**src/common/axi_pkg.sv**
```systemverilog
// AXI4 package for the bridge
// Bus widths, response codes and the packed channel payloads

package axi_pkg;

  localparam int AXI_DATA_W = 64;
  localparam int AXI_ADDR_W = 32;
  localparam int AXI_ID_W   = 4;
  localparam int AXI_STRB_W = AXI_DATA_W / 8;

  // Only INCR bursts are accepted
  localparam logic [1:0] AXI_BURST_INCR = 2'b01;

  typedef enum logic [1:0] {
    AXI_RESP_OKAY   = 2'b00,
    AXI_RESP_EXOKAY = 2'b01,
    AXI_RESP_SLVERR = 2'b10,
    AXI_RESP_DECERR = 2'b11
  } axi_resp_e;

  // AR and AW payload
  typedef struct packed {
    logic [AXI_ADDR_W-1:0] addr;
    logic [AXI_ID_W-1:0]   id;
    logic [7:0]            len;
    logic [2:0]            size;
    logic [1:0]            burst;
  } axi_ax_t;

  typedef struct packed {
    logic [AXI_DATA_W-1:0] data;
    logic [AXI_STRB_W-1:0] strb;
    logic                  last;
  } axi_w_t;

  typedef struct packed {
    logic [AXI_ID_W-1:0] id;
    axi_resp_e           resp;
  } axi_b_t;

  typedef struct packed {
    logic [AXI_DATA_W-1:0] data;
    logic [AXI_ID_W-1:0]   id;
    logic                  last;
    axi_resp_e             resp;
  } axi_r_t;

  // One beat expanded from an address request
  typedef struct packed {
    logic [AXI_ADDR_W-1:0] addr;
    logic [AXI_STRB_W-1:0] mask;
    logic [AXI_ID_W-1:0]   id;
    logic                  last;
  } axi_beat_t;

endpackage

```
**src/common/mem_pkg.sv**
```systemverilog
// Memory-side package for the bridge
// Command and response payloads, return tags and fifo depths

package mem_pkg;

  localparam int W_FIFO_DEPTH   = 2;
  // Also the limit on outstanding memory commands
  localparam int TAG_FIFO_DEPTH = 4;

  // Address is 8-byte aligned, data and wmask are zero for reads
  typedef struct packed {
    logic [axi_pkg::AXI_ADDR_W-1:0] addr;
    logic [axi_pkg::AXI_DATA_W-1:0] data;
    logic [axi_pkg::AXI_STRB_W-1:0] wmask;
    logic                           w;
  } mem_cmd_t;

  typedef struct packed {
    logic [axi_pkg::AXI_DATA_W-1:0] data;
  } mem_rsp_t;

  // Where a memory response has to go back to
  typedef struct packed {
    logic                         w;
    logic [axi_pkg::AXI_ID_W-1:0] id;
    logic                         last;
  } ret_tag_t;

endpackage

```
**src/burst_gen/burst_gen.sv**
```systemverilog
// Burst generator
// Holds one AXI address request and expands it into beats
// with address, byte mask and last flag

`timescale 1ns/1ns

module burst_gen (
  input  logic               clk_i,
  input  logic               arst_n_i,
  input  logic               ax_valid_i,
  output logic               ax_ready_o,
  input  axi_pkg::axi_ax_t   ax_i,
  output logic               beat_valid_o,
  input  logic               beat_ready_i,
  output axi_pkg::axi_beat_t beat_o
);

  import axi_pkg::*;

  logic                  busy_q;
  logic [7:0]            cnt_q;
  logic [AXI_ADDR_W-1:0] addr_q;
  logic [AXI_ID_W-1:0]   id_q;
  logic [2:0]            size_q;
  logic [AXI_STRB_W-1:0] mask;

  assign ax_ready_o   = !busy_q;
  assign beat_valid_o = busy_q;

  // Control state
  always_ff @(posedge clk_i or negedge arst_n_i) begin
    if (!arst_n_i) begin
      busy_q <= 1'b0;
      cnt_q  <= '0;
    end else if (ax_valid_i && ax_ready_o) begin
      busy_q <= 1'b1;
      cnt_q  <= ax_i.len;
    end else if (beat_valid_o && beat_ready_i) begin
      busy_q <= (cnt_q != '0);
      cnt_q  <= cnt_q - 1'b1;
    end
  end

  // Request payload and an address that steps one 64-bit word per beat
  always_ff @(posedge clk_i) begin
    if (ax_valid_i && ax_ready_o) begin
      addr_q <= ax_i.addr;
      id_q   <= ax_i.id;
      size_q <= ax_i.size;
    end else if (beat_valid_o && beat_ready_i) begin
      addr_q <= addr_q + AXI_ADDR_W'(AXI_STRB_W);
    end
  end

  // Byte lanes of a naturally aligned access
  always_comb begin
    case (size_q)
      3'd0:    mask = AXI_STRB_W'(8'h01) << addr_q[2:0];
      3'd1:    mask = AXI_STRB_W'(8'h03) << {addr_q[2:1], 1'b0};
      3'd2:    mask = AXI_STRB_W'(8'h0f) << {addr_q[2], 2'b00};
      default: mask = '1;
    endcase
  end

  assign beat_o.addr = addr_q;
  assign beat_o.mask = mask;
  assign beat_o.id   = id_q;
  assign beat_o.last = (cnt_q == '0);

  a_legal_req: assert property (@(posedge clk_i) disable iff (!arst_n_i)
    (ax_valid_i && ax_ready_o) |->
      (ax_i.burst == AXI_BURST_INCR) && (ax_i.size <= 3'd3) &&
      ((ax_i.size == 3'd3) || (ax_i.len == '0)));

endmodule

```
**src/hdl/axi_to_fifo.sv**
```systemverilog
// AXI4 to FIFO bridge
// Serializes AXI4 read and write bursts into one in-order stream of
// 64-bit memory commands and routes the responses back to R and B

`timescale 1ns/1ns

module axi_to_fifo (
  input  logic              clk_i,
  input  logic              arst_n_i,
  input  logic              ar_valid_i,
  output logic              ar_ready_o,
  input  axi_pkg::axi_ax_t  ar_i,
  input  logic              aw_valid_i,
  output logic              aw_ready_o,
  input  axi_pkg::axi_ax_t  aw_i,
  input  logic              w_valid_i,
  output logic              w_ready_o,
  input  axi_pkg::axi_w_t   w_i,
  output logic              b_valid_o,
  input  logic              b_ready_i,
  output axi_pkg::axi_b_t   b_o,
  output logic              r_valid_o,
  input  logic              r_ready_i,
  output axi_pkg::axi_r_t   r_o,
  output logic              cmd_valid_o,
  input  logic              cmd_ready_i,
  output mem_pkg::mem_cmd_t cmd_o,
  input  logic              rsp_valid_i,
  output logic              rsp_ready_o,
  input  mem_pkg::mem_rsp_t rsp_i
);

  import axi_pkg::*;
  import mem_pkg::*;

  logic      rd_valid, rd_ready, wr_valid, wr_ready;
  axi_beat_t rd_beat, wr_beat;
  logic      wd_valid, wd_ready;
  axi_w_t    wd;
  logic      tag_in_valid, tag_in_ready, tag_out_valid, tag_out_ready;
  ret_tag_t  tag_in, tag_out;

  burst_gen rd_gen (
    .clk_i, .arst_n_i,
    .ax_valid_i(ar_valid_i), .ax_ready_o(ar_ready_o), .ax_i(ar_i),
    .beat_valid_o(rd_valid), .beat_ready_i(rd_ready), .beat_o(rd_beat)
  );

  burst_gen wr_gen (
    .clk_i, .arst_n_i,
    .ax_valid_i(aw_valid_i), .ax_ready_o(aw_ready_o), .ax_i(aw_i),
    .beat_valid_o(wr_valid), .beat_ready_i(wr_ready), .beat_o(wr_beat)
  );

  bridge_fifo #(.payload_t(axi_w_t), .depth_p(W_FIFO_DEPTH)) w_fifo (
    .clk_i, .arst_n_i,
    .in_valid_i(w_valid_i), .in_ready_o(w_ready_o), .in_data_i(w_i),
    .out_valid_o(wd_valid), .out_ready_i(wd_ready), .out_data_o(wd)
  );

  // Depth bounds the number of commands in flight
  bridge_fifo #(.payload_t(ret_tag_t), .depth_p(TAG_FIFO_DEPTH)) tag_fifo (
    .clk_i, .arst_n_i,
    .in_valid_i(tag_in_valid), .in_ready_o(tag_in_ready), .in_data_i(tag_in),
    .out_valid_o(tag_out_valid), .out_ready_i(tag_out_ready), .out_data_o(tag_out)
  );

  cmd_serializer u_serializer (
    .clk_i, .arst_n_i,
    .rd_valid_i(rd_valid), .rd_ready_o(rd_ready), .rd_beat_i(rd_beat),
    .wr_valid_i(wr_valid), .wr_ready_o(wr_ready), .wr_beat_i(wr_beat),
    .wd_valid_i(wd_valid), .wd_ready_o(wd_ready), .wd_i(wd),
    .cmd_valid_o, .cmd_ready_i, .cmd_o,
    .tag_valid_o(tag_in_valid), .tag_ready_i(tag_in_ready), .tag_o(tag_in)
  );

  resp_router u_router (
    .clk_i, .arst_n_i,
    .rsp_valid_i, .rsp_ready_o, .rsp_i,
    .tag_valid_i(tag_out_valid), .tag_ready_o(tag_out_ready), .tag_i(tag_out),
    .r_valid_o, .r_ready_i, .r_o,
    .b_valid_o, .b_ready_i, .b_o
  );

endmodule

```
**src/hdl/bridge_fifo.sv**
```systemverilog
// Bridge FIFO
// Small synchronous circular buffer, payload type set by parameter

`timescale 1ns/1ns

module bridge_fifo #(
  parameter type payload_t = logic,
  parameter int  depth_p   = 2
) (
  input  logic     clk_i,
  input  logic     arst_n_i,
  input  logic     in_valid_i,
  output logic     in_ready_o,
  input  payload_t in_data_i,
  output logic     out_valid_o,
  input  logic     out_ready_i,
  output payload_t out_data_o
);

  payload_t                      mem_q [depth_p];
  logic [$clog2(depth_p)-1:0]    wr_ptr_q;
  logic [$clog2(depth_p)-1:0]    rd_ptr_q;
  logic [$clog2(depth_p+1)-1:0]  count_q;
  logic                          push;
  logic                          pop;

  assign in_ready_o  = (count_q != depth_p);
  assign out_valid_o = (count_q != '0);
  assign out_data_o  = mem_q[rd_ptr_q];

  assign push = in_valid_i && in_ready_o;
  assign pop  = out_valid_o && out_ready_i;

  always_ff @(posedge clk_i or negedge arst_n_i) begin
    if (!arst_n_i) begin
      wr_ptr_q <= '0;
      rd_ptr_q <= '0;
      count_q  <= '0;
    end else begin
      if (push) begin
        wr_ptr_q <= (wr_ptr_q == depth_p - 1) ? '0 : wr_ptr_q + 1'b1;
      end
      if (pop) begin
        rd_ptr_q <= (rd_ptr_q == depth_p - 1) ? '0 : rd_ptr_q + 1'b1;
      end
      case ({push, pop})
        2'b10:   count_q <= count_q + 1'b1;
        2'b01:   count_q <= count_q - 1'b1;
        default: count_q <= count_q;
      endcase
    end
  end

  // Storage
  always_ff @(posedge clk_i) begin
    if (push) begin
      mem_q[wr_ptr_q] <= in_data_i;
    end
  end

  // Occupancy never passes the depth and agrees with the pointer distance
  a_no_push_full: assert property (@(posedge clk_i) disable iff (!arst_n_i)
    (count_q <= depth_p) &&
    ((wr_ptr_q == rd_ptr_q) == ((count_q == '0) || (count_q == depth_p))));

endmodule

```
**src/hdl/cmd_serializer.sv**
```systemverilog
// Command serializer
// Merges read and write beats into one memory command stream,
// reads first, and records a return tag per command

`timescale 1ns/1ns

module cmd_serializer (
  input  logic               clk_i,
  input  logic               arst_n_i,
  input  logic               rd_valid_i,
  output logic               rd_ready_o,
  input  axi_pkg::axi_beat_t rd_beat_i,
  input  logic               wr_valid_i,
  output logic               wr_ready_o,
  input  axi_pkg::axi_beat_t wr_beat_i,
  input  logic               wd_valid_i,
  output logic               wd_ready_o,
  input  axi_pkg::axi_w_t    wd_i,
  output logic               cmd_valid_o,
  input  logic               cmd_ready_i,
  output mem_pkg::mem_cmd_t  cmd_o,
  output logic               tag_valid_o,
  input  logic               tag_ready_i,
  output mem_pkg::ret_tag_t  tag_o
);

  import axi_pkg::*;

  logic      sel_rd;
  logic      go;
  axi_beat_t beat;

  // A pending read blocks writes even while the tag fifo is full
  assign sel_rd = rd_valid_i;
  assign beat   = sel_rd ? rd_beat_i : wr_beat_i;

  assign cmd_valid_o = tag_ready_i && (rd_valid_i || (wr_valid_i && wd_valid_i));
  assign go          = cmd_ready_i && tag_ready_i;

  assign rd_ready_o = go;
  assign wr_ready_o = go && !sel_rd && wd_valid_i;
  assign wd_ready_o = go && !sel_rd && wr_valid_i;

  localparam int OFS_W = $clog2(AXI_STRB_W);

  assign cmd_o.addr  = {beat.addr[AXI_ADDR_W-1:OFS_W], {OFS_W{1'b0}}};
  assign cmd_o.data  = sel_rd ? '0 : wd_i.data;
  assign cmd_o.wmask = sel_rd ? '0 : (wd_i.strb & wr_beat_i.mask);
  assign cmd_o.w     = !sel_rd;

  // One tag per accepted command
  assign tag_valid_o = cmd_valid_o && cmd_ready_i;
  assign tag_o.w     = !sel_rd;
  assign tag_o.id    = beat.id;
  assign tag_o.last  = beat.last;

  // W stream framing must line up with the AW burst length
  a_wlast_match: assert property (@(posedge clk_i) disable iff (!arst_n_i)
    (cmd_valid_o && cmd_ready_i && cmd_o.w) |-> (wd_i.last == wr_beat_i.last));

endmodule

```
**src/hdl/resp_router.sv**
```systemverilog
// Response router
// Pairs each in-order memory response with its return tag and
// drives R, or B on the last beat of a write burst

`timescale 1ns/1ns

module resp_router (
  input  logic              clk_i,
  input  logic              arst_n_i,
  input  logic              rsp_valid_i,
  output logic              rsp_ready_o,
  input  mem_pkg::mem_rsp_t rsp_i,
  input  logic              tag_valid_i,
  output logic              tag_ready_o,
  input  mem_pkg::ret_tag_t tag_i,
  output logic              r_valid_o,
  input  logic              r_ready_i,
  output axi_pkg::axi_r_t   r_o,
  output logic              b_valid_o,
  input  logic              b_ready_i,
  output axi_pkg::axi_b_t   b_o
);

  import axi_pkg::*;

  logic is_rd;
  logic is_b;

  assign is_rd = !tag_i.w;
  assign is_b  = tag_i.w && tag_i.last;

  assign r_valid_o = rsp_valid_i && tag_valid_i && is_rd;
  assign b_valid_o = rsp_valid_i && tag_valid_i && is_b;

  // Non-last write responses are dropped right away
  always_comb begin
    if (!tag_valid_i) begin
      rsp_ready_o = 1'b0;
    end else if (is_rd) begin
      rsp_ready_o = r_ready_i;
    end else if (is_b) begin
      rsp_ready_o = b_ready_i;
    end else begin
      rsp_ready_o = 1'b1;
    end
  end

  // Tag leaves together with its response
  assign tag_ready_o = rsp_valid_i && rsp_ready_o;

  assign r_o.data = rsp_i.data;
  assign r_o.id   = tag_i.id;
  assign r_o.last = tag_i.last;
  assign r_o.resp = AXI_RESP_OKAY;

  assign b_o.id   = tag_i.id;
  assign b_o.resp = AXI_RESP_OKAY;

  // Memory must not answer a command that was never issued
  a_rsp_has_tag: assert property (@(posedge clk_i) disable iff (!arst_n_i)
    rsp_valid_i |-> tag_valid_i);

endmodule

```
**config.mk**
```make
export PLATFORM = sky130hd
export DESIGN_NAME = axi_to_fifo
export DESIGN_NICKNAME = d
export VERILOG_FILES = /design/src/common/axi_pkg.sv /design/src/common/mem_pkg.sv /design/src/burst_gen/burst_gen.sv /design/src/hdl/axi_to_fifo.sv /design/src/hdl/bridge_fifo.sv /design/src/hdl/cmd_serializer.sv /design/src/hdl/resp_router.sv
export SDC_FILE = /design/constraint.sdc
export NUM_CORES = 1
export LEC_CHECK = 0
export CORE_AREA = 2 2 167 169
export CTS_BUF_LIST = sky130_fd_sc_hd__clkbuf_16
export DETAILED_ROUTE_END_ITERATION = 6
export DIE_AREA = 0 0 169 171
export DONT_BUFFER_PORTS = 1
export PLACE_DENSITY = 0.64
export SYNTH_ARGS = -nofsm -noshare
export SYNTH_HDL_FRONTEND = slang
export SYNTH_SLANG_ARGS = --single-unit
```
**constraint.sdc**
```tcl
create_clock -name clk_i -period 4.25 [get_ports clk_i]
set_input_delay 0.85 -clock clk_i [delete_from_list [all_inputs] [get_ports clk_i]]
set_output_delay 0.85 -clock clk_i [all_outputs]
set_load 0.01 [all_outputs]
```
==> results of run 1 <==
==> stage by stage <==
| step | setup slack [ns] | std cells |
|---|---|---|
| 3_5_place_dp | 1.253 | 1283 |
| 5_1_grt | 0.7102 | 1338 |
| 2_1_floorplan | 1.002 | 1050 |
| 6_report | 0.8483 | 1338 |
| 3_3_place_gp | 1.253 | 1283 |
| 4_1_cts | 0.7442 | 1338 |
==> flip-flops by register name, indices dropped and copies added (netlist names), 3 cells and up <==
name              flops
rd_gen.addr_q        29
rd_gen.cnt_q          8
w_fifo.mem_q        144
tag_fifo.mem_q       24
wr_gen.id_q           4
tag_fifo.count_q      3
wr_gen.cnt_q          8
wr_gen.size_q         3
rd_gen.id_q           4
wr_gen.addr_q        32
==> timing repair <==
item,CTS,global route
hold buffers,1,0
buffers inserted,0,0
gates resized for setup,0,0
endpoints found under the hold margin,29,0
==> path summary, 6_finish.rpt <==
path	start	endpoint	depth (start not counted)
hold / removal	arst_n_i	rd_gen.beat_valid_o	1
min in group clk_i	w_i[59]	w_fifo.mem_q[1][59]	0
setup reg to reg	tag_fifo.rd_ptr_q[0]	tag_fifo.count_q[2]	9
hold reg to reg	tag_fifo.count_q[2]	tag_fifo.count_q[2]	1
max in group asynchronous	arst_n_i	w_fifo.rd_ptr_q	1
setup / recovery	tag_fifo.rd_ptr_q[0]	rsp_ready_o	3
==> metal layers <==
layer	vias to the layer above	global-route usage	routed length (um)
li1	3643	-	-
met1	3886	0.2342	11280
met2	297	0.3304	14870
met3	85	0.06176	2553
met4	0	0.07804	1159
met5	-	0	0
==> cell usage in the layout, fill, tap and decap left out, drive strengths merged, types with 20 or more instances in the layout <==
master,instances
mux2,37
a31oi,33
dfrtp,29
clkbuf,31
nand2,65
edfxtp,240
o31ai,22
mux2i,74
or4,31
nor2,118
xnor2,20
inv,37
o21ai,40
nand3,29
==> synth_stat cells, types with 2 or more instances <==
cell / number
xor2_1: 17
buf_2: 6
edfxtp_1: 240
a21oi_1: 12
nor4_1: 6
mux2_2: 37
o21bai_1: 4
a31oi_1: 33
clkbuf_1: 32
o211ai_1: 5
o41ai_1: 2
nand4_1: 16
inv_1: 28
or3_1: 12
o31ai_1: 22
ha_1: 11
nand2b_1: 6
or2_2: 2
buf_4: 77
nor3_1: 16
nand3_1: 28
a21o_1: 5
or4_1: 31
and2_1: 7
nor2_1: 118
dfrtp_1: 29
mux2i_1: 74
nor4b_1: 2
mux4_2: 6
o21ai_0: 40
and3_1: 7
nand2_1: 65
xnor2_1: 20
and4_1: 4
buf_1: 10
==> power breakdown <==
group / total, mW / switching, mW / leakage (nW) / internal (mW)
Sequential: 4.11 / 0.496 / 2.57 / 3.61
Combinational: 1.72 / 0.983 / 1.57 / 0.735
Clock: 2.65 / 1.04 / 0.527 / 1.62
Total: 8.48 / 2.52 / 4.67 / 5.96
==> layout make-up <==
class,count,area (um2),share of cell area
clock buffer,31,775.7,0.05613
tap,346,432.9,0.03133
sequential,269,7940,0.5746
inverter,29,108.9,0.007877
timing repair buffer,13,110.1,0.007967
clock inverter,23,241.5,0.01747
multi-input combinational,627,4210,0.3047
==> cell families after synthesis <==
group           count (synthesis)  share of synthesized area
simple gates                  327                     0.1239
mux                           117                    0.09956
compound gates                127                    0.06072
fa+ha+maj                      12                    0.01214
xor+xnor                       37                    0.02496
other cells                     1                  0.0002889
buf+inv                       154                    0.06737
flops                         269                     0.6110
==> worst register-to-register path, stage by stage, from the launching register on <==
cell and delay (ns):
dfrtp_1 0.64, mux4_2 0.64, and3b_1 0.24, nor3_2 0.32, ha_1 0.26, inv_1 0.07, fa_1 0.37, xor2_1 0.15
nor2_1 0.11, xor2_1 0.15
==> impl_metrics.ini, run 1 <==
[outcome]
outcome = finished, final reports clean

[final_layout]
fillCellCount = 2367
final_area_um2 = 13820
area_growth_pct = 6.448
drive_gt1_frac = 0.1129
final_util = 0.5058
num_antenna_cells = 0
nNetsFinal = 1226

[global_route]
grt_pass1_wl_mm = 43.80
gr-total-overflow = 0
grt_max_degree = 73
grt_usage = 0.1957
antenna_found_initial = 0
grt_pass1_vias = 7639

[floorplan]
die_h_um = 171
coreArea_um2 = 27320
initial_core_util = 0.4751
chipWidth_um = 169
dieArea_um2 = 28900
row_count = 61
ios = 433

[route]
drcViolationCount = 0
drtPass1Iterations = 5
avgViaCountPerCell = 5.913
detail-route-antenna-nets = 0
drt-total-wl_mm = 29.86
wl_per_cell_um = 22.32
vias = 7911
drt_iter0_drc = 524

[worst_setup_path]
cp_slowest_cell = dfrtp_1
crit_family = simple AND/OR/NAND/NOR gates
timing.reg2reg.setup_slack_ns = 1.24
crit_type = flip-flop to primary output
endpoint_kind = primary output
start_kind = flip-flop
cp.arrival_ns = 2.55
crit_chain = mux4_2 > and3b_1 > nor3_1
cp_data_required_time_ns = 3.40
path_buf_inv = 0
critical_path.max_stage_delay_ns = 0.64
cp_max_fo = 9

[clocking]
path_clk_slew_ns = 0.06
cts_root_buffer = clkbuf_16
worstSkewPairLatency_ns = 0.55
cts_tree = yes
cts.sinks = 269
max-clock-path-buffers = 3
cts_made_buffers = 30
cts_max_level = 1

[job]
maxCapViolCount = 0

[power_and_ir_drop]
cellPowerDensity_nw_per_um2 = 613.6
peakVddDrop_mv = 0.3829
p_total_mw = 8.480
p_leak_nw = 4.669

[timing]
timing.fmax_mhz = 294.0
rsz0062_at_grt = no
drv_slew = 0
period_share = 0.8004
worst_hold_slack_ns = 0.1296
max-slew-margin-rel = 0.3242
finalCriticalPeriod_ns = 3.402
fin_skew_ns = 0.01560
tightest_slew_ns = 1.014
setup-tns-final_ns = 0
hold_viol = 0
finalSetupViolCount = 0

[synth]
ys.warnings.count = 0
ys_ff_latch = 269
synth_area_um2 = 12980
synth.distinct_cells = 49
ys_seq_area_frac = 0.6110
synthCells = 1044
synth_largest_area_cell = edfxtp_1
synth_area_leaders = edfxtp_1 56%, mux2i_1 5.7%, dfrtp_1 5.6%, buf_4 4.5%, nor2_1 3.4%
ys.flop_type = edfxtp_1
async_reset_ff_frac = 0.1078
synth_edf_count = 240
yosysTopAreaCellShare = 0.5551
synth_area_per_cell_um2 = 12.44

[placed_design]
dpl.hpwl_mm = 20.24
io_buffers = 0
post_dp_cell_area_um2 = 12780
place.gp.congestion = 0.8143

[min_path]
hold_class = input pin to asynchronous set/reset pin
(Power assumes the default switching activity.)
==> run 2: changes to the inputs <==
--- a/config.mk
+++ b/config.mk
@@ -5,12 +5,13 @@
 export SDC_FILE = /design/constraint.sdc
 export NUM_CORES = 1
 export LEC_CHECK = 0
-export CORE_AREA = 2 2 167 169
+export ABC_AREA = 1
+export CORE_AREA = 2 2 166 168
 export CTS_BUF_LIST = sky130_fd_sc_hd__clkbuf_16
 export DETAILED_ROUTE_END_ITERATION = 6
-export DIE_AREA = 0 0 169 171
+export DIE_AREA = 0 0 168 170
 export DONT_BUFFER_PORTS = 1
-export PLACE_DENSITY = 0.64
+export PLACE_DENSITY = 0.68
 export SYNTH_ARGS = -nofsm -noshare
 export SYNTH_HDL_FRONTEND = slang
 export SYNTH_SLANG_ARGS = --single-unit
==> constraint.sdc (replaced) <==
create_clock -name clk_i -period 3.07 [get_ports clk_i]
set_input_delay 0.614 -clock clk_i [delete_from_list [all_inputs] [get_ports clk_i]]
set_output_delay 0.614 -clock clk_i [all_outputs]
set_load 0.01 [all_outputs]
==> run 2 against run 1 <==
Effect of this change: die area decreased by 1.2%; cell count increased by 35%; power increased by 43%.
==> impl_metrics.ini, run 2 <==
[synth]
ys_seq_area_frac = 0.5795
synth_area_leaders = edfxtp_1 53%, nand2_1 12%, nor2_1 7.3%, dfrtp_1 5.3%, o21ai_0 5.1%
synth_area_per_cell_um2 = 9.078
ys.warnings.count = 0
synthTopCellsByCount = 428 x nand2_1, 265 x nor2_1, 240 x edfxtp_1
synth_top_family_by_area = simple AND/OR/NAND/NOR gates
synth.most_common_cell = nand2_1
ys_ff_latch = 269
synth_xor_area_frac = 0.02047
synth_largest_area_cell = edfxtp_1
synthCells = 1508
ys.flop_type = edfxtp_1
muxShareOfSynthArea = 0
synth_area_um2 = 13690
synth-simple-area-share = 0.2403
synth_edf_count = 240
synth_fa_ha_area_frac = 0.01152
synth.distinct_cells = 39
yosysTopAreaCellShare = 0.5265
async_reset_ff_frac = 0.1078
synth_compound_area_frac = 0.06389

[clocking]
cts_max_level = 1
hold_buffers = 2
cts.sinks = 269
path_clk_slew_ns = 0.06
cts_tree = yes
cts_made_buffers = 29
worstSkewPairLatency_ns = 0.56
post_cts_resized = 0
cts_root_buffer = clkbuf_16
max-clock-path-buffers = 3
post_cts_buffers = 0

[worst_setup_path]
endpoint_kind = primary output
cp_max_fo = 95
reg2reg_from = tag_fifo.rd_ptr_q[0]
crit_type = flip-flop to primary output
cp.arrival_ns = 2.15
r2r-end = tag_fifo.count_q[2]
cp_data_required_time_ns = 2.46
timing.reg2reg.setup_slack_ns = 0.60
start_kind = flip-flop
r2r_cells = 13

[power_and_ir_drop]
cellPowerDensity_nw_per_um2 = 836.3
peakVddDrop_mv = 0.6389
p_leak_nw = 5.772

[global_route]
grt_max_degree = 96
grt_pass1_wl_mm = 52.41
grt.busiest_layer = met2
use_met1 = 0.2728
antenna_found_initial = 3
grt_usage = 0.2358
met3_usage = 0.09558
grt_pass1_vias = 9480
gr-total-overflow = 0
use_met2 = 0.3997

[timing]
rsz0062_at_grt = no
period_share = 0.9015
hold_viol = 0
worst_slack_ns = 0.3024
max-slew-margin-rel = 0.4211
fin_skew_ns = 0.01216
setup-tns-final_ns = 0
finalCriticalPeriod_ns = 2.768
drv_slew = 0
tightest_slew_ns = 0.8683
timing.fmax_mhz = 361.3
finalSetupViolCount = 0

[placed_design]
dpl.hpwl_mm = 24.95
io_buffers = 0
place.gp.congestion = 0.9064
dp_slack_ns = 0.6177

[final_layout]
layout_common_cells = 428 x nand2_1, 263 x nor2_1, 240 x edfxtp_1
drive_gt1_frac = 0.07235
regArea_um2 = 7934
multi_input_area_um2 = 4643
nNetsFinal = 1703
reg_top3 = w_fifo.mem_q (144), wr_gen.addr_q (32), rd_gen.addr_q (29)
final_util = 0.5454
layout_commonest_cell = nand2_1
regMostFlops = w_fifo.mem_q
largest_reg_flops = 144
area_growth_pct = 6.179
fillCellCount = 2378

[route]
vias = 9678
wl_per_cell_um = 19.20
drtPass1Iterations = 5
avgViaCountPerCell = 5.356
detail-route-antenna-nets = 0
drt-total-wl_mm = 34.69
drt_iter0_drc = 629
drcViolationCount = 0

[floorplan]
die_h_um = 170
dieArea_um2 = 28560
coreArea_um2 = 26650
ios = 433
row_count = 60
initial_core_util = 0.5137
chipWidth_um = 168

[min_path]
hold_depth = 0
worstHoldEndpoint = rd_gen.id_q[1]
hold_class = input pin to flip-flop
hp-start = ar_i[14]

[outcome]
outcome = finished, final reports clean

[job]
maxCapViolCount = 0
[run 2: cell count changes after synthesis, moves of 12 or more]
cell,before,now
a31oi_1,33,3
inv_1,28,91
mux2_2,37,0
mux2i_1,74,0
nand2_1,65,428
nand3_1,28,52
nand4_1,16,2
nor2_1,118,265
o21ai_0,40,139
o31ai_1,22,0
or3_1,12,0
or4_1,31,0
[run 2: stage by stage]
stage / instances / power [mW] / hold WS (ns) / instance area [um2]
2_1_floorplan: 1514 / 8.139 / 0.3184 / 13720
3_3_place_gp: 1755 / 8.834 / 0.3198 / 13620
3_5_place_dp: 1755 / 8.966 / 0.3197 / 13620
4_1_cts: 1806 / 12.24 / 0.1238 / 14530
5_1_grt: 1807 / 12.91 / 0.1204 / 14540
6_report: 1807 / 12.16 / 0.1469 / 14540
[run 2: final cells by class]
type	instances	share of cell area
Antenna cell	1	0.0001722
Clock buffer	29	0.04993
Clock inverter	20	0.01059
Inverter	98	0.02539
Multi-Input combinational cell	1022	0.3194
Sequential cell	269	0.5458
Tap cell	341	0.02935
Timing Repair Buffer	27	0.01928
[run 2: worst max path at each step]
stage                          from                   to  slack, ns  depth (start not counted)
6_report        rd_gen.beat_valid_o             cmd_o[2]       0.30                          5
5_1_grt         rd_gen.beat_valid_o             cmd_o[3]       0.13                          5
4_1_cts         rd_gen.beat_valid_o             cmd_o[2]       0.29                          5
3_5_place_dp   tag_fifo.rd_ptr_q[0]  tag_fifo.count_q[2]       0.62                         13
3_3_place_gp   tag_fifo.rd_ptr_q[0]  tag_fifo.count_q[2]       0.71                         13
2_1_floorplan             w_valid_i  w_fifo.mem_q[1][10]       0.03                          2
[run 2: worst max-delay path, cell delays in order (launching register included)]
cell	delay, ns
dfrtp_1	0.51
clkinv_2	0.12
buf_12	0.32
o21ai_0	0.18
nor3_1	0.21
buf_4	0.17
[run 2: cell families after synthesis]
family / count (synthesis)
AO/OA/AOI/OAI: 169
XOR/XNOR: 32
adder cells (fa/ha/maj): 12
buffers and inverters: 223
flip-flops: 269
other: 1
AND/OR/NAND/NOR: 802
[run 2: metal layers]
metal	vias up	wire length (um)
met4	6	1023
met3	73	3546
met1	4500	13340
li1	4743	-
met2	356	16650
met5	-	121
[run 2: power breakdown]
group,switching (mW),internal (mW)
logic,2.36,0.969
registers,0.497,5.06
clock network,1.40,1.87
total,4.26,7.90
==> run 3: changes to the inputs <==
--- a/config.mk
+++ b/config.mk
@@ -12,6 +12,7 @@
 export DIE_AREA = 0 0 168 170
 export DONT_BUFFER_PORTS = 1
 export PLACE_DENSITY = 0.68
+export RECOVER_POWER = 50
 export SYNTH_ARGS = -nofsm -noshare
 export SYNTH_HDL_FRONTEND = slang
 export SYNTH_SLANG_ARGS = --single-unit
==> run 3 against run 2 <==
Effect of this change: the run now ends with max-capacitance violations, max-slew violations left; flip-flop and latch count is the same; sequential power about the same; non-clock buffer count unchanged; register-to-register slack got worse by 0.24 ns; maximum frequency fell by 0.68%; worst setup slack got worse by 0.019 ns; critical path type unchanged; combinational power decreased by 2%.
==> impl_metrics.ini, run 3 (synthesis gave the netlist of run 2 again) <==
[final_layout]
layout_common_cells = 430 x nand2_1, 265 x nor2_1, 240 x edfxtp_1
reg_top3 = w_fifo.mem_q (144), wr_gen.addr_q (32), rd_gen.addr_q (29)
area_growth_pct = 5.694
final_area_um2 = 14470
largest_reg_flops = 144
final_cells = 1807
regMostFlops = w_fifo.mem_q
drive_gt1_frac = 0.06689
layout_commonest_cell = nand2_1
nNetsFinal = 1703

[floorplan]
dieArea_um2 = 28560
initial_core_util = 0.5137
coreArea_um2 = 26650
die_h_um = 170
ios = 433
chipWidth_um = 168
row_count = 60

[timing]
max-slew-margin-rel = -0.1808
hold_viol = 0
setup-tns-final_ns = 0
finalCriticalPeriod_ns = 2.787
fin_skew_ns = 0.01366
rsz0062_at_grt = no
drv_slew = 116
worst_hold_slack_ns = 0.1461
timing.fmax_mhz = 358.9
worst_slack_ns = 0.2834
finalSetupViolCount = 0
tightest_slew_ns = 1.771
period_share = 0.9077

[route]
drt-total-wl_mm = 34.71
drtPass1Iterations = 5
drt_iter0_drc = 576
detail-route-antenna-nets = 0
vias = 9726
drcViolationCount = 0
avgViaCountPerCell = 5.382
wl_per_cell_um = 19.21

[global_route]
grt_usage = 0.2358
gr-total-overflow = 0
grt_pass1_vias = 9480
grt_max_degree = 96
grt_pass1_wl_mm = 52.41
antenna_found_initial = 3

[power_and_ir_drop]
comb_power_share = 0.270
power_frac_seq = 0.460
p_leak_nw = 5.750
peakVddDrop_mv = 0.6391
cellPowerDensity_nw_per_um2 = 836.4
p_sw_mw = 4.231
internal_power_mw = 7.871
p_sw_frac = 0.3496
pwr-share-clk = 0.270

[clocking]
cts_made_buffers = 29
path_clk_slew_ns = 0.06
cts.sinks = 269
cts_max_level = 1
cts_root_buffer = clkbuf_16
max-clock-path-buffers = 3
worstSkewPairLatency_ns = 0.56
post_cts_buffers = 0
cts_tree = yes

[placed_design]
dp_slack_ns = 0.6177
place.gp.congestion = 0.9064
io_buffers = 0
dpl.hpwl_mm = 24.95
post_dp_cell_area_um2 = 13620
dp.cells = 1755

[worst_setup_path]
cp_max_fo = 9
cp.arrival_ns = 2.17
endpoint_kind = primary output
cp_data_required_time_ns = 2.46
start_kind = flip-flop
crit_type = flip-flop to primary output

[min_path]
hold_class = input pin to flip-flop

[outcome]
outcome = complete, but fails checks
violations = max-capacitance violations, max-slew violations

[job]
maxCapViolCount = 3
## run 3: critical path: stages, from the launching register on
cell and delay, ns:
dfrtp_1 0.50, clkbuf_1 0.35, nand2_1 0.10, nand3_1 0.10, nand2_2 0.11, nand3_2 0.12, nand2_1 0.06, a21oi_1 0.28
## run 3: worst paths after layout
| kind | to | slack [ns] | start | cells after the start |
|---|---|---|---|---|
| max in group asynchronous | w_fifo.rd_ptr_q | 0.85 | arst_n_i | 2 |
| min in group asynchronous | wr_gen.cnt_q[1] | 1.06 | arst_n_i | 2 |
| setup / recovery | rsp_ready_o | 0.28 | tag_fifo.rd_ptr_q[0] | 7 |
| hold / removal | rd_gen.id_q[1] | 0.15 | ar_i[14] | 0 |
| setup reg to reg | w_fifo.mem_q[1][29] | 0.36 | w_fifo.count_q[0] | 5 |
| hold reg to reg | rd_gen.cnt_q[6] | 0.48 | rd_gen.cnt_q[6] | 2 |
## run 3: timing repair
item | CTS | global route
endpoints found under the hold margin | 29 | 0
resized for setup | 0 | 0
hold buffers | 2 | 0
## run 3: metal layers
layer / GRT usage / part of all wire / up-vias
met5: 0.02435 / 0.0035 / -
met4: 0.07410 / 0.030 / 6
met3: 0.09558 / 0.10 / 75
met2: 0.3997 / 0.48 / 360
met1: 0.2728 / 0.38 / 4538
li1: - / - / 4747
## run 3: power groups by stage
stage               logic, mW  registers, mW  clock network [mW]
floorplan                2.63           5.51                   0
global placement         3.25           5.59                   0
detailed placement       3.34           5.63                   0
CTS                      3.37           5.56                3.32
global route             3.73           5.66                3.48
finish                   3.27           5.56                3.27
## run 3: stage by stage
stage	total power, mW	utilization
floorplan	8.139	-
finish	12.10	0.5429
global placement	8.834	0.5112
detailed placement	8.966	0.5112
global route	12.86	0.5429
CTS	12.24	0.5453
## run 3: area by class of cell
| cell class | instances | area (um2) |
|---|---|---|
| Clock inverter | 20 | 153.9 |
| Tap cell | 341 | 426.7 |
| Multi-Input combinational cell | 1022 | 4628 |
| Clock buffer | 29 | 725.7 |
| Fill cell | 2391 | 12180 |
| Sequential cell | 269 | 7934 |
| Inverter | 98 | 369.1 |
| Antenna cell | 1 | 2.502 |
| Timing Repair Buffer | 27 | 229.0 |
